===== src/saturnPkg.sv =====
`default_nettype none

package saturnPkg;

	// CPU bus
	localparam int cpuAddrWidth = 25;
	localparam int cpuDataWidth = 32;
	localparam int dqmWidth = cpuDataWidth / 8;

	// Peripheral buses
	localparam int bBusDataWidth = 16;
	localparam int smpcDataWidth = 8;

	// SMPC byte is mirrored on every lane of the CPU word
	localparam int smpcRepeat = cpuDataWidth / smpcDataWidth;

	// Rising-phase enables per SMPC enable
	localparam int smpcDivide = 7;
	localparam int smpcCntWidth = $clog2(smpcDivide);

	// Debug monitor
	localparam int waitCntWidth = 8;
	localparam logic [cpuAddrWidth-1:0] hookAddr = 25'h0012B0;

	// Master CPU bus outputs
	typedef struct packed {
		logic [cpuAddrWidth-1:0] addr;
		logic [cpuDataWidth-1:0] wrData;
		logic                    bsN;
		logic                    cs0N;
		logic                    cs1N;
		logic                    cs2N;
		logic                    cs3N;
		logic                    rdWrN;
		logic                    rdN;
		logic [dqmWidth-1:0]     dqmN;
	} cpuBusReqT;

	// Decoded enables from the bus controller, active low
	typedef struct packed {
		logic dramCeN;
		logic romCeN;
		logic sramCeN;
		logic smpcCeN;
	} chipSelT;

	// External memory port
	typedef struct packed {
		logic [cpuAddrWidth-1:0] addr;
		logic [cpuDataWidth-1:0] wrData;
		logic                    romCsN;
		logic                    sramCsN;
		logic                    ramLCsN;
		logic                    ramHCsN;
		logic [dqmWidth-1:0]     dqmN;
		logic                    rdN;
	} memPortT;

	// B-bus read selects, active low
	typedef struct packed {
		logic vdp1CsN;
		logic vdp2CsN;
		logic scspCsN;
	} bBusSelT;

endpackage

`default_nettype wire


===== src/clockEnableGen.sv =====
`timescale 1ns/10ps
`default_nettype none

module clockEnableGen (
	input  logic CLK,
	input  logic RST_N,
	input  logic ce,
	input  logic dbgPause,
	output logic ceR,
	output logic ceF,
	output logic smpcCe,
	output logic mresN
);
	import saturnPkg::*;

	logic                    phase;
	logic [smpcCntWidth-1:0] smpcCnt;
	logic                    smpcLast;

	// Master phase, frozen while paused
	always_ff @(posedge CLK or negedge RST_N) begin
		if (!RST_N) begin
			phase <= 1'b0;
		end else if (ce && !dbgPause) begin
			phase <= ~phase;
		end
	end

	assign ceR = phase & ~dbgPause;
	assign ceF = ~phase & ~dbgPause;

	assign smpcLast = (smpcCnt == smpcCntWidth'(smpcDivide - 1));

	// SMPC enable divider
	always_ff @(posedge CLK or negedge RST_N) begin
		if (!RST_N) begin
			smpcCnt <= '0;
			smpcCe <= 1'b0;
		end else begin
			smpcCe <= ceR & smpcLast;
			if (ceR) begin
				if (smpcLast) begin
					smpcCnt <= '0;
				end else begin
					smpcCnt <= smpcCnt + 1'b1;
				end
			end
		end
	end

	// Master reset released by the first SMPC enable
	always_ff @(posedge CLK or negedge RST_N) begin
		if (!RST_N) begin
			mresN <= 1'b0;
		end else if (smpcCe) begin
			mresN <= 1'b1;
		end
	end

	// SMPC enable is a single-cycle strobe
	smpcCeSingle: assert property (
		@(posedge CLK) disable iff (!RST_N)
		smpcCe |=> !smpcCe
	);

endmodule

`default_nettype wire


===== src/busReadSteer.sv =====
`timescale 1ns/10ps
`default_nettype none

module busReadSteer (
	input  saturnPkg::cpuBusReqT                cpuBusReq,
	input  saturnPkg::chipSelT                  chipSel,
	input  logic [saturnPkg::cpuDataWidth-1:0]  memRdData,
	input  logic [saturnPkg::cpuDataWidth-1:0]  scuRdData,
	input  logic [saturnPkg::smpcDataWidth-1:0] smpcRdData,
	input  logic                                memWaitN,
	input  logic                                scuWaitN,
	input  saturnPkg::bBusSelT                  bBusSel,
	input  logic [saturnPkg::bBusDataWidth-1:0] vdp1RdData,
	input  logic [saturnPkg::bBusDataWidth-1:0] vdp2RdData,
	input  logic [saturnPkg::bBusDataWidth-1:0] scspRdData,
	output saturnPkg::memPortT                  memPort,
	output logic [saturnPkg::cpuDataWidth-1:0]  cpuRdData,
	output logic                                cpuWaitN,
	output logic [saturnPkg::bBusDataWidth-1:0] bBusRdData
);
	import saturnPkg::*;

	logic memSel;
	logic [cpuDataWidth-1:0] smpcWord;

	// Any access that lands in external memory
	assign memSel = !cpuBusReq.cs3N || !chipSel.dramCeN ||
	                !chipSel.romCeN || !chipSel.sramCeN;

	assign smpcWord = {smpcRepeat{smpcRdData}};

	// CPU read data priority: memory, SMPC, SCU
	always_comb begin
		if (memSel) begin
			cpuRdData = memRdData;
		end else if (!chipSel.smpcCeN) begin
			cpuRdData = smpcWord;
		end else begin
			cpuRdData = scuRdData;
		end
	end

	// Memory wait only counts while memory is selected
	assign cpuWaitN = scuWaitN & (memWaitN | ~memSel);

	// External memory port
	always_comb begin
		memPort.addr    = cpuBusReq.addr;
		memPort.wrData  = cpuBusReq.wrData;
		memPort.dqmN    = cpuBusReq.dqmN;
		memPort.rdN     = cpuBusReq.rdN;
		memPort.romCsN  = chipSel.romCeN;
		memPort.sramCsN = chipSel.sramCeN;
		// Low work RAM on the DRAM enable, high work RAM on CS3
		memPort.ramLCsN = chipSel.dramCeN;
		memPort.ramHCsN = cpuBusReq.cs3N;
	end

	// B-bus read mux toward the SCU
	always_comb begin
		if (!bBusSel.vdp1CsN) begin
			bBusRdData = vdp1RdData;
		end else if (!bBusSel.vdp2CsN) begin
			bBusRdData = vdp2RdData;
		end else if (!bBusSel.scspCsN) begin
			bBusRdData = scspRdData;
		end else begin
			bBusRdData = '0;
		end
	end

endmodule

`default_nettype wire


===== src/busActivityMonitor.sv =====
`timescale 1ns/10ps
`default_nettype none

module busActivityMonitor (
	input  logic                               CLK,
	input  logic                               RST_N,
	input  logic                               ceR,
	input  saturnPkg::cpuBusReqT               cpuBusReq,
	output logic [saturnPkg::waitCntWidth-1:0] waitCnt,
	output logic                               hook
);
	import saturnPkg::*;

	logic busAccess;
	logic hookHit;

	// Read strobe or any byte lane written
	assign busAccess = !cpuBusReq.rdN || (cpuBusReq.dqmN != '1);

	assign hookHit = (cpuBusReq.addr == hookAddr) &&
	                 !cpuBusReq.rdN && !cpuBusReq.cs3N;

	// Idle time in rising-phase enables, wraps on overflow
	always_ff @(posedge CLK or negedge RST_N) begin
		if (!RST_N) begin
			waitCnt <= '0;
		end else if (ceR) begin
			if (busAccess) begin
				waitCnt <= '0;
			end else begin
				waitCnt <= waitCnt + 1'b1;
			end
		end
	end

	// Sticky until reset
	always_ff @(posedge CLK or negedge RST_N) begin
		if (!RST_N) begin
			hook <= 1'b0;
		end else if (ceR && hookHit) begin
			hook <= 1'b1;
		end
	end

	hookSticky: assert property (
		@(posedge CLK) disable iff (!RST_N)
		hook |=> hook
	);

endmodule

`default_nettype wire


===== src/saturnGlue.sv =====
`timescale 1ns/10ps
`default_nettype none

module saturnGlue (
	input  logic                                CLK,
	input  logic                                RST_N,

	input  logic                                ce,
	input  logic                                dbgPause,
	output logic                                ceR,
	output logic                                ceF,
	output logic                                smpcCe,
	output logic                                mresN,

	input  saturnPkg::cpuBusReqT                cpuBusReq,
	input  saturnPkg::chipSelT                  chipSel,
	input  logic [saturnPkg::cpuDataWidth-1:0]  memRdData,
	input  logic [saturnPkg::cpuDataWidth-1:0]  scuRdData,
	input  logic [saturnPkg::smpcDataWidth-1:0] smpcRdData,
	input  logic                                memWaitN,
	input  logic                                scuWaitN,
	output saturnPkg::memPortT                  memPort,
	output logic [saturnPkg::cpuDataWidth-1:0]  cpuRdData,
	output logic                                cpuWaitN,

	input  saturnPkg::bBusSelT                  bBusSel,
	input  logic [saturnPkg::bBusDataWidth-1:0] vdp1RdData,
	input  logic [saturnPkg::bBusDataWidth-1:0] vdp2RdData,
	input  logic [saturnPkg::bBusDataWidth-1:0] scspRdData,
	output logic [saturnPkg::bBusDataWidth-1:0] bBusRdData,

	output logic [saturnPkg::waitCntWidth-1:0]  waitCnt,
	output logic                                hook
);

	// Clock enables, SMPC enable and master reset release
	clockEnableGen u_clockEnableGen (
		.CLK      (CLK),
		.RST_N    (RST_N),
		.ce       (ce),
		.dbgPause (dbgPause),
		.ceR      (ceR),
		.ceF      (ceF),
		.smpcCe   (smpcCe),
		.mresN    (mresN)
	);

	busReadSteer u_busReadSteer (
		.cpuBusReq  (cpuBusReq),
		.chipSel    (chipSel),
		.memRdData  (memRdData),
		.scuRdData  (scuRdData),
		.smpcRdData (smpcRdData),
		.memWaitN   (memWaitN),
		.scuWaitN   (scuWaitN),
		.bBusSel    (bBusSel),
		.vdp1RdData (vdp1RdData),
		.vdp2RdData (vdp2RdData),
		.scspRdData (scspRdData),
		.memPort    (memPort),
		.cpuRdData  (cpuRdData),
		.cpuWaitN   (cpuWaitN),
		.bBusRdData (bBusRdData)
	);

	// Debug view of the master bus
	busActivityMonitor u_busActivityMonitor (
		.CLK       (CLK),
		.RST_N     (RST_N),
		.ceR       (ceR),
		.cpuBusReq (cpuBusReq),
		.waitCnt   (waitCnt),
		.hook      (hook)
	);

endmodule

`default_nettype wire


===== config.mk =====
export PLATFORM = sky130hd
export DESIGN_NAME = saturnGlue
export DESIGN_NICKNAME = d
export VERILOG_FILES = /design/src/saturnPkg.sv /design/src/clockEnableGen.sv /design/src/busReadSteer.sv /design/src/busActivityMonitor.sv /design/src/saturnGlue.sv
export SDC_FILE = /design/constraint.sdc
export NUM_CORES = 1
export LEC_CHECK = 0
export BUFFER_PORTS_ARGS = -buffer_cell sky130_fd_sc_hd__buf_2
export CELL_PAD_IN_SITES_DETAIL_PLACEMENT = 2
export CELL_PAD_IN_SITES_GLOBAL_PLACEMENT = 2
export CORE_ASPECT_RATIO = 0.8
export CORE_MARGIN = 2
export CORE_UTILIZATION = 12
export DETAILED_ROUTE_END_ITERATION = 6
export PLACE_DENSITY = 0.82
export RECOVER_POWER = 50
export SLEW_MARGIN = 20
export SYNTH_ARGS = -nofsm -noshare
export SYNTH_HDL_FRONTEND = slang
export SYNTH_SLANG_ARGS = --single-unit

===== constraint.sdc =====
create_clock -name CLK -period 1.9 [get_ports CLK]
set_clock_uncertainty 0.05 [all_clocks]
set_input_delay 0.57 -clock CLK [delete_from_list [all_inputs] [get_ports CLK]]
set_output_delay 0.57 -clock CLK [all_outputs]
set_load 0.05 [all_outputs]

==> results of run 1 <==
[sequential cells by signal, summed over array words and instances, names as in the netlist]
name	count
u_busActivityMonitor.hook	1
u_clockEnableGen.phase	1
u_busActivityMonitor.waitCnt	8
u_clockEnableGen.smpcCnt	3
u_clockEnableGen.mresN	1
u_clockEnableGen.smpcCe	1
[path summary, 6_finish.rpt]
kind                                               startpoint                                     endpoint  slack (ns)  depth (start not counted)
max                                              cpuBusReq[6]                                cpuRdData[14]       -0.34                          8
min                                                     RST_N           u_clockEnableGen.mresN$_DFFE_PN0P_        0.35                          1
max reg2reg                u_clockEnableGen.phase$_DFFE_PN0P_  u_busActivityMonitor.waitCnt[5]$_DFFE_PN0P_        0.27                          6
min reg2reg                u_clockEnableGen.mresN$_DFFE_PN0P_           u_clockEnableGen.mresN$_DFFE_PN0P_        0.41                          1
max in group asynchronous                               RST_N  u_busActivityMonitor.waitCnt[3]$_DFFE_PN0P_        0.92                          1
min in group CLK           u_clockEnableGen.mresN$_DFFE_PN0P_           u_clockEnableGen.mresN$_DFFE_PN0P_        0.41                          1
[synthesized netlist by cell type, types with 4 or more instances]
master                     count
sky130_fd_sc_hd__nor4_1        5
sky130_fd_sc_hd__nand2_1      41
sky130_fd_sc_hd__a31oi_1       4
sky130_fd_sc_hd__nand4_1       4
sky130_fd_sc_hd__nor2_1       20
sky130_fd_sc_hd__buf_2         5
sky130_fd_sc_hd__dfrtp_1      15
sky130_fd_sc_hd__nor2b_1      14
sky130_fd_sc_hd__nand2b_1      5
sky130_fd_sc_hd__nand3_1       4
sky130_fd_sc_hd__a21oi_1      63
sky130_fd_sc_hd__and2b_1      10
sky130_fd_sc_hd__clkbuf_1     10
sky130_fd_sc_hd__buf_4        67
sky130_fd_sc_hd__o21ai_0      41
[power by group]
group | switching [W] | internal, W
combinational | 0.00107 | 0.000691
sequential | 0.0000598 | 0.000376
clock | 0.000134 | 0.000281
total | 0.00127 | 0.00135
[cell type report]
cell class | instances | area (um^2) | area share (%)
timing repair buffer | 325 | 2529 | 45.85
multi-input combinational | 235 | 2222 | 40.29
sequential | 15 | 375.4 | 6.806
tap | 230 | 287.8 | 5.218
clock buffer | 3 | 75.07 | 1.361
inverter | 3 | 16.27 | 0.2949
clock inverter | 1 | 5.005 | 0.09074
antenna | 2 | 5.005 | 0.09074
[logic make-up (layout without fill, tap and decap cells)]
| group | Yosys count | after routing | synth area share (%) |
|---|---|---|---|
| adders and majority gates | 1 | 1 | 0.5642 |
| buffers and inverters | 86 | 332 | 26.75 |
| DFF | 15 | 15 | 16.93 |
| and+or+nand+nor | 117 | 117 | 28.05 |
| xor gates and xnor gates | 1 | 1 | 0.3951 |
| other | 0 | 2 | 0 |
| AOI/OAI and AO/OA | 116 | 116 | 27.31 |
[per-layer routing]
| metal | up-vias | share of wire [%] | track usage (%) |
|---|---|---|---|
| li1 | 1583 | - | - |
| met1 | 1637 | 35 | 13.89 |
| met2 | 174 | 57 | 27.72 |
| met3 | 18 | 6.6 | 3.085 |
| met4 | 0 | 1.6 | 3.292 |
| met5 | - | 0 | 0 |
[repair_timing]
action | in CTS | in global routing
hold endpoints to repair | 0 | 0
endpoints found under the setup margin | 49 | 49
pin swaps | 15 | 19
cloned | 2 | 3
setup buffers | 5 | 8
gates resized for setup | 204 | 35
[per-stage QoR]
| stage | setup WS [ns] | total power, W | instance area (um^2) | utilization [%] | hold WS, ns |
|---|---|---|---|---|---|
| 2_1_floorplan | -0.09872 | 0.001646 | 2888 | - | 0.2244 |
| 3_3_place_gp | -0.4537 | 0.001878 | 4285 | 23.66 | 0.3983 |
| 3_5_place_dp | -0.4790 | 0.001910 | 4285 | 23.66 | 0.3994 |
| 4_1_cts | -0.3233 | 0.002575 | 5228 | 28.86 | 0.1872 |
| 5_1_grt | -0.3882 | 0.002753 | 5515 | 30.45 | 0.4316 |
| 6_report | -0.3414 | 0.002615 | 5515 | 30.45 | 0.3541 |
==> impl_results.md, run 1 <==
* Status: finished with violations
* Violations in the final reports: setup timing
* Largest net degree at the start of global routing at 16
* Max FO, Critical Path at 11
* Synthesized flop and latch total at 15
* Syn Nets at approximately 540
* Worst IR drop on VDD at 0.2855 mV
* CTS tree: built
* Core box area at 0.01811 mm^2
* Post-synth EDFFs at 0
* Row cnt at 44
* Synth area leader: sky130_fd_sc_hd__buf_4
* Cell family with the largest share of critical-path delay: buffers and inverters
* Number of filler cells placed in the layout at ~2000
* Nature of the critical path startpoint: input port
* Final slew viol count at 0
* Detailed-route DRC error count at 0
* Number of buffers added by the clock tree synthesis step at 3
* Die area at 0.01959 mm^2
* Post-Syn Area per Cell at 6.599 um^2
* Combined buffer and inverter count along the critical path at 6
* Number of routed nets with antenna violations at 0
* Final routed wirelength across all metal layers at about 14 mm
* Total number of yosys warnings at 0
* Delay of the slowest critical-path stage at 0.17 ns
* CTS H-tree lvls at 1
* Height of the die at ~130 um
* Post-Syn Instances at 336
* Sum of negative setup slack at -12.86 ns
* Via count at 3412
* Clk slew on worst S/H paths at 0.05 ns
* Required time of the critical path at 1.28 ns
* Part of the Yosys area used for sequential elements at around 17%
* Most instantiated flip-flop cell in the synthesis netlist: sky130_fd_sc_hd__dfrtp_1
* Period minus WS final at 2.241 ns
* Max-cap viol count at 0
* All-layer global routing usage at 13.65%
* Number of endpoints failing setup at the final stage at 48
* Placed wire-length estimate after detailed placement at 11.03 mm
* Total number of clock tree sinks at 15
* Number of port buffers at 259
* Fraction of final layout cells with drive strength greater than 1 at 76.80%
* Mean routed wirelength per cell at 17.73 um
* Unique masters post-synth at 35
* Final estimated routing congestion in global placement at 0.7522
* Final setup margin at -0.3414 ns
* Series of cell instances along the critical path: buf_6 -> nand4_1 -> buf_6 -> buf_12 -> buf_12 -> buf_6 -> o21ai_4 -> buf_6
* Endpoint kind of the worst setup timing path: output port
* Clock insertion delay at the later pin of the skew report at 0.24 ns
* Synth-to-layout area growth at 148.8%
* Proportion of register bits with asynchronous set or reset after synthesis at 100.0%
* Slew @ Worst Pin at about 0.85 ns
* Die Span X at 156.0 um
* Routed vias/inst at 4.192
* Initial core utilization at 12.24%
* Static leakage at 2.557 nW
* Clock Tree Buf Depth at 2
* Final Net Count at 785
* Number of endpoints with negative hold slack in the final report at 0
* Top post-synthesis cells by area: sky130_fd_sc_hd__buf_4, sky130_fd_sc_hd__dfrtp_1, sky130_fd_sc_hd__a21oi_1
* Number of DRC violations after detailed-routing iteration 0 at 57
* Hold buffers post-CTS at 0
* Power density over the cells at 474.1 mW/mm^2
* Relative slew slack at 43.59%
* Critical path start-end classification: in2out
* Most common cell after layout, fill and taps aside: sky130_fd_sc_hd__buf_2
* GRT overflow at 0
* Final instance count without filler cells at 814
* Highest-delay cell along the critical path: sky130_fd_sc_hd__buf_6
* Data arrival time at the worst-slack endpoint at 1.62 ns
* Number of iterations in the first detailed-routing pass at 3
* RSZ-0062 raised after global routing: yes
* Achievable frequency at around 0.45 GHz
* Cell total after placement at 791
* Number of global-route vias before repair at 3893
* Share of the clock period used by the worst path at 118.0%
* Highest-count cells in the layout ignoring fill and taps: sky130_fd_sc_hd__buf_2, sky130_fd_sc_hd__buf_6, sky130_fd_sc_hd__o21ai_4
* Worst min path class: in2async
* Clock root buffer master: sky130_fd_sc_hd__clkbuf_16
* Wire length of the first global-routing pass at 21.18 mm
* Number of antenna violations at the first check in global routing at 3
* Number of placed I/O pins at between 300 and 400
* Cell area after synthesis at approximately 0.0022 mm^2
* Area fraction of the dominant cell type after synthesis at 22.69%
* Cell repeated most along the worst path: sky130_fd_sc_hd__buf_6
Note: power is estimated with default switching activity, not from simulation.
==> run 2: changes to the inputs <==
--- a/config.mk
+++ b/config.mk
@@ -10,11 +10,10 @@
 export CELL_PAD_IN_SITES_GLOBAL_PLACEMENT = 2
 export CORE_ASPECT_RATIO = 0.8
 export CORE_MARGIN = 2
-export CORE_UTILIZATION = 12
+export CORE_UTILIZATION = 13
 export DETAILED_ROUTE_END_ITERATION = 6
-export PLACE_DENSITY = 0.82
+export PLACE_DENSITY = 0.88
 export RECOVER_POWER = 50
-export SLEW_MARGIN = 20
 export SYNTH_ARGS = -nofsm -noshare
 export SYNTH_HDL_FRONTEND = slang
 export SYNTH_SLANG_ARGS = --single-unit
==> constraint.sdc (replaced) <==
create_clock -name CLK -period 2.7 [get_ports CLK]
set_clock_uncertainty 0.05 [all_clocks]
set_input_delay 0.81 -clock CLK [delete_from_list [all_inputs] [get_ports CLK]]
set_output_delay 0.81 -clock CLK [all_outputs]
set_load 0.05 [all_outputs]
==> impl_results.md, run 2 (synthesized netlist as in run 1, its figures left out) <==
* Via count at 3208
* CTS H-tree lvls at 1
* RSZ-0062 raised after global routing: yes
* Final instance area at 0.004045 mm^2
* Final routed wirelength across all metal layers at 12.60 mm
* Initial core utilization at 13.35%
* Wire length of the first global-routing pass at roughly 18 mm
* Number of endpoints with negative hold slack in the final report at 0
* Achievable frequency at 0.3743 GHz
* All-layer global routing usage at 12.79%
* Flip-flop count of the largest register after layout at 8
* Worst slack at placement at -0.1075 ns
* Clock Tree Buf Depth at 2
* Period minus WS final at 2.672 ns
* Number of antenna violations at the first check in global routing at 0
* Number of buffers added by the clock tree synthesis step at 3
* Number of diodes at 0
* Mean routed wirelength per cell at 16.28 um
* Power density over the cells at 394.4 mW/mm^2
* Synth-to-layout area growth at 82.45%
* Routed vias/inst at 4.145
* Placed wire-length estimate after detailed placement at approximately 11 mm
* Fraction of final layout cells with drive strength greater than 1 at 61.91%
* Die area at 0.01812 mm^2
* Worst IR drop on VDD at 0.2041 mV
* Cell area reported after detailed placement at 0.003712 mm^2
* Number of iterations in the first detailed-routing pass at 4
* Final Net Count at around 760
* Overall power of the completed layout at 0.001595 W
* Largest registers: u_busActivityMonitor.waitCnt (8), u_clockEnableGen.smpcCnt (3)
* Row cnt at 42
* Slew @ Worst Pin at just under 0.9 ns
* Share of the clock period used by the worst path at 98.95%
* Number of DRC violations after detailed-routing iteration 0 at 91
* Data arrival time at the worst-slack endpoint at 1.81 ns
* Most common cell after layout, fill and taps aside: sky130_fd_sc_hd__buf_2
* Height of the die at 120.8 um
* Hold buffers post-CTS at 0
* Smallest hold slack at 0.4175 ns
* Number of global-route vias before repair at 3426
* Core box area at 0.01661 mm^2
* Biggest register: u_busActivityMonitor.waitCnt
* Worst min path class: reg2reg
* Max-cap viol count at 0
* Required time of the critical path at 1.84 ns
* CTS tree: built
* Critical path start-end classification: in2out
* GRT overflow at 0
* Total number of clock tree sinks at 15
* Number of filler cells placed in the layout at 2047
* Number of placed I/O pins at 329
* Die Span X at 150.0 um
* Relative slew slack at 42.31%
* Final setup margin at 0.02843 ns
* Final slew viol count at 0
* Max FO, Critical Path at 22
* Clock insertion delay at the later pin of the skew report at 0.25 ns
* Largest net degree at the start of global routing at 24
* Number of routed nets with antenna violations at 0
* Post-Route Utilization at between 20% and 30%
* Highest-count cells in the layout ignoring fill and taps: sky130_fd_sc_hd__buf_2, sky130_fd_sc_hd__a21oi_1, sky130_fd_sc_hd__nand2_1
* Final estimated routing congestion in global placement at 0.7596
* Number of endpoints failing setup at the final stage at 0
* Clk slew on worst S/H paths at 0.05 ns
* Static leakage at 2.069 nW
* Endpoint kind of the worst setup timing path: output port
* Number of port buffers at roughly 260
* Buffer count from post-CTS setup fixing at 0
* Nature of the critical path startpoint: input port
* Detailed-route DRC error count at 0
* Clock root buffer master: sky130_fd_sc_hd__clkbuf_16
* Status: completed
run 2: cell types whose count changed in the layout (fill, tap and decap cells not counted), sizes merged:
cell	before	now
diode	2	0
buf	318	284
clkinv	2	1
clkbuf	10	17
run 2: worst paths after layout:
kind | startpoint | to | slack, ns | depth (start not counted)
setup / recovery | chipSel[1] | cpuRdData[27] | 0.03 | 6
hold / removal | u_clockEnableGen.mresN$_DFFE_PN0P_ | u_clockEnableGen.mresN$_DFFE_PN0P_ | 0.42 | 1
setup reg to reg | u_clockEnableGen.phase$_DFFE_PN0P_ | u_busActivityMonitor.waitCnt[7]$_DFFE_PN0P_ | 1.21 | 5
hold reg to reg | u_clockEnableGen.mresN$_DFFE_PN0P_ | u_clockEnableGen.mresN$_DFFE_PN0P_ | 0.42 | 1
max in group asynchronous | RST_N | u_clockEnableGen.mresN$_DFFE_PN0P_ | 1.46 | 1
min in group asynchronous | RST_N | u_busActivityMonitor.waitCnt[7]$_DFFE_PN0P_ | 0.60 | 1
run 2: report_power, final:
group,switching (W),internal (W)
combinational,0.000651,0.000340
clock,0.0000925,0.000200
sequential,0.0000466,0.000265
total,0.000790,0.000805
run 2: critical path: stages:
cell                      delay [ns]
sky130_fd_sc_hd__buf_2          0.10
sky130_fd_sc_hd__nand4_1        0.16
sky130_fd_sc_hd__buf_12         0.20
sky130_fd_sc_hd__buf_12         0.15
sky130_fd_sc_hd__o21ai_2        0.15
sky130_fd_sc_hd__buf_4          0.22
run 2: per-stage QoR:
| step | TNS [ns] | std cells |
|---|---|---|
| finish | 0 | 774 |
| global route | -0.1415 | 774 |
| CTS | -0.004059 | 774 |
| detailed placement | -0.8701 | 770 |
| global placement | -0.3866 | 770 |
| floorplan | -2.533 | 336 |
run 2: what timing repair did:
action	CTS	global route
gates resized for setup	48	43
endpoints found under the setup margin	36	34
gates cloned	0	0
pin swaps	1	2
run 2: layer usage:
metal  vias to the layer above  part of all wire, %  track usage (%)  wire, um
met2                       142                   53            24.20      6727
met4                         0                 0.95            1.946       120
met1                      1520                   39            14.86      4852
li1                       1532                    -                -         -
met5                         -                    0                0         0
met3                        14                  7.1            2.868       900
run 2: cell type report:
cell class / count / area, um^2 / area share (%)
clock buffer: 4 / 78.83 / 1.949
timing repair buffer: 297 / 1849 / 45.72
multi-input combinational: 235 / 1450 / 35.85
inverter: 3 / 16.27 / 0.4021
sequential: 15 / 375.4 / 9.279
tap: 220 / 275.3 / 6.805
==> run 3: changes to the inputs <==
--- a/config.mk
+++ b/config.mk
@@ -14,6 +14,7 @@
 export DETAILED_ROUTE_END_ITERATION = 6
 export PLACE_DENSITY = 0.88
 export RECOVER_POWER = 50
+export SETUP_SLACK_MARGIN = 0.5
 export SYNTH_ARGS = -nofsm -noshare
 export SYNTH_HDL_FRONTEND = slang
 export SYNTH_SLANG_ARGS = --single-unit
==> impl_results.md, run 3 (synthesized netlist as in run 1, its figures left out) <==
* Status: completed
* Largest net degree at the start of global routing at 20
* Number of buffers added by the clock tree synthesis step at 3
* Synth-to-layout area growth at 123.8%
* Smallest hold slack at 0.4197 ns
* Die area at 0.01812 mm^2
* Cell family with the largest share of critical-path delay: buffers and inverters
* Worst min path class: reg2reg
* Static leakage at 2.269 nW
* Detailed-route DRC error count at 0
* Biggest register: u_busActivityMonitor.waitCnt
* Critical Path Stages at 6
* Number of antenna violations at the first check in global routing at 0
* Final estimated routing congestion in global placement at 0.7208
* Number of iterations in the first detailed-routing pass at 5
* CTS tree: built
* Share of the clock period used by the worst path at between 90 and 100%
* Number of routed nets with antenna violations at 0
* Clock Tree Buf Depth at 2
* Achievable frequency at roughly 0.38 GHz
* Initial core utilization at a little over an eighth
* Clock root buffer master: sky130_fd_sc_hd__clkbuf_16
* Slew @ Worst Pin at 0.8585 ns
* Highest-delay cell along the critical path: sky130_fd_sc_hd__nor2b_4
* Critical path start-end classification: in2out
* RSZ-0062 raised after global routing: yes
* Final setup margin at between 0.05 and 0.06 ns
* Row cnt at 42
* Flip-flop count of the largest register after layout at 8
* Worst slack at placement at -0.1751 ns
* Wire length of the first global-routing pass at 19.14 mm
* Endpoint kind of the worst setup timing path: output port
* Worst IR drop on VDD at 0.1635 mV
* Die Span X at 150.0 um
* Clk slew on worst S/H paths at about 0.05 ns
* Number of endpoints with negative hold slack in the final report at 0
* Most common cell after layout, fill and taps aside: sky130_fd_sc_hd__buf_2
* Number of placed I/O pins at 329
* Number of global-route vias before repair at 3661
* Final slew viol count at 0
* Routed vias/inst at 4.151
* Number of diodes at 0
* Data arrival time at the worst-slack endpoint at 1.79 ns
* Required time of the critical path at around 1.8 ns
* Core box area at 0.01661 mm^2
* GRT overflow at 0
* All-layer global routing usage at 13.20%
* Nature of the critical path startpoint: input port
* Max-cap viol count at 0
* Clock insertion delay at the later pin of the skew report at 0.24 ns
* Total number of clock tree sinks at 15
* Fraction of final layout cells with drive strength greater than 1 at 69.96%
* Sum of negative setup slack at 0 ns
* Mean routed wirelength per cell at around 17 um
* Final routed wirelength across all metal layers at 12.91 mm
* Delay of the slowest critical-path stage at 0.26 ns
* Number of DRC violations after detailed-routing iteration 0 at about 70
* Highest-count cells in the layout ignoring fill and taps: sky130_fd_sc_hd__buf_2, sky130_fd_sc_hd__nand2_1, sky130_fd_sc_hd__buf_6
* Number of endpoints failing setup at the final stage at 0
* Period minus WS final at 2.649 ns
* Max FO, Critical Path at 12
* Number of port buffers at 259
* Power density over the cells at 360.1 mW/mm^2
* Series of cell instances along the critical path: buf_4 -> buf_12 -> nor2b_4 -> a21oi_2 -> o21ai_4 -> buf_6
* Combined buffer and inverter count along the critical path at 3
* Placed wire-length estimate after detailed placement at between 10 and 15 mm
* Final Net Count at 759
* Via count at about 3200
* Largest registers: u_busActivityMonitor.waitCnt (8), u_clockEnableGen.smpcCnt (3)
* Hold depth at 1
* Register-to-Register Path Depth at 6
* Relative slew slack at a little over two fifths
* Height of the die at roughly 120 um
* CTS H-tree lvls at 1
## run 3: cell count changes in the layout (fill, tap and decap cells not counted), moves of 5 or more
cell                       before  now
sky130_fd_sc_hd__nor2b_1       11    5
sky130_fd_sc_hd__buf_8          0   13
sky130_fd_sc_hd__a21oi_4        2   30
sky130_fd_sc_hd__buf_6         29   34
sky130_fd_sc_hd__o21ai_4        2   32
sky130_fd_sc_hd__buf_4         40   31
sky130_fd_sc_hd__buf_2        209  188
sky130_fd_sc_hd__o21ai_1        6    0
sky130_fd_sc_hd__a21oi_1       44   11
sky130_fd_sc_hd__o21ai_2       24    0
sky130_fd_sc_hd__clkbuf_1      12   19
sky130_fd_sc_hd__buf_12         6   11
sky130_fd_sc_hd__a21oi_2       17   22
sky130_fd_sc_hd__nor2b_4        1    6
## run 3: cell type report
cell class	count	area, um^2
Clock inverter	1	7.507
Sequential cell	15	375.4
Fill cell	1906	11640
Tap cell	220	275.3
Inverter	3	12.51
Multi-Input combinational cell	236	2117
Timing Repair Buffer	298	2098
Clock buffer	3	75.07
## run 3: power by group
| part | switching, W | internal (W) | total (W) |
|---|---|---|---|
| Clock | 0.0000947 | 0.000199 | 0.000294 |
| Combinational | 0.000735 | 0.000448 | 0.00118 |
| Sequential | 0.0000444 | 0.000265 | 0.000309 |
| Total | 0.000874 | 0.000912 | 0.00179 |
## run 3: path summary, 6_finish.rpt
check,from,slack [ns],end
min in group asynchronous,RST_N,0.60,u_clockEnableGen.phase$_DFFE_PN0P_
min reg2reg,u_clockEnableGen.mresN$_DFFE_PN0P_,0.42,u_clockEnableGen.mresN$_DFFE_PN0P_
max in group asynchronous,RST_N,1.47,u_busActivityMonitor.waitCnt[2]$_DFFE_PN0P_
min,u_clockEnableGen.mresN$_DFFE_PN0P_,0.42,u_clockEnableGen.mresN$_DFFE_PN0P_
max reg2reg,u_clockEnableGen.phase$_DFFE_PN0P_,0.80,u_busActivityMonitor.waitCnt[5]$_DFFE_PN0P_
max,chipSel[0],0.05,cpuRdData[11]
## run 3: worst reg2reg max path: stages (launching register included)
cell and delay [ns]:
sky130_fd_sc_hd__dfrtp_1 0.39, sky130_fd_sc_hd__nand2b_1 0.12, sky130_fd_sc_hd__clkinvlp_2 0.15, sky130_fd_sc_hd__clkbuf_1 0.36, sky130_fd_sc_hd__nand3_1 0.30, sky130_fd_sc_hd__nor4_1 0.35, sky130_fd_sc_hd__a21o_1 0.13
## run 3: per-layer routing
layer  track usage (%)  vias to the layer above  routed length [um]
met4             1.592                        0                  55
met3             3.698                       10                1008
met2             26.54                      143                7070
met1             13.80                     1531                4775
li1                  -                     1537                   -
met5                 0                        -                   0
## run 3: per-stage QoR
stage / area, um^2 / util, % / power [W] / instances
6_report: 4961 / 29.87 / 0.001786 / 776
5_1_grt: 4961 / 29.87 / 0.001886 / 776
4_1_cts: 4797 / 28.89 / 0.001781 / 770
3_5_place_dp: 4080 / 24.57 / 0.001323 / 754
3_3_place_gp: 4080 / 24.57 / 0.001288 / 754
2_1_floorplan: 2908 / - / 0.001163 / 336
## run 3: timing repair
action                                  4_1_cts  5_1_grt
pin swaps                                     8        2
endpoints found under the setup margin       50       49
hold buffers                                  0        0
setup buffers                                 9        6
resized for setup                           142       42
gates cloned                                  3        0
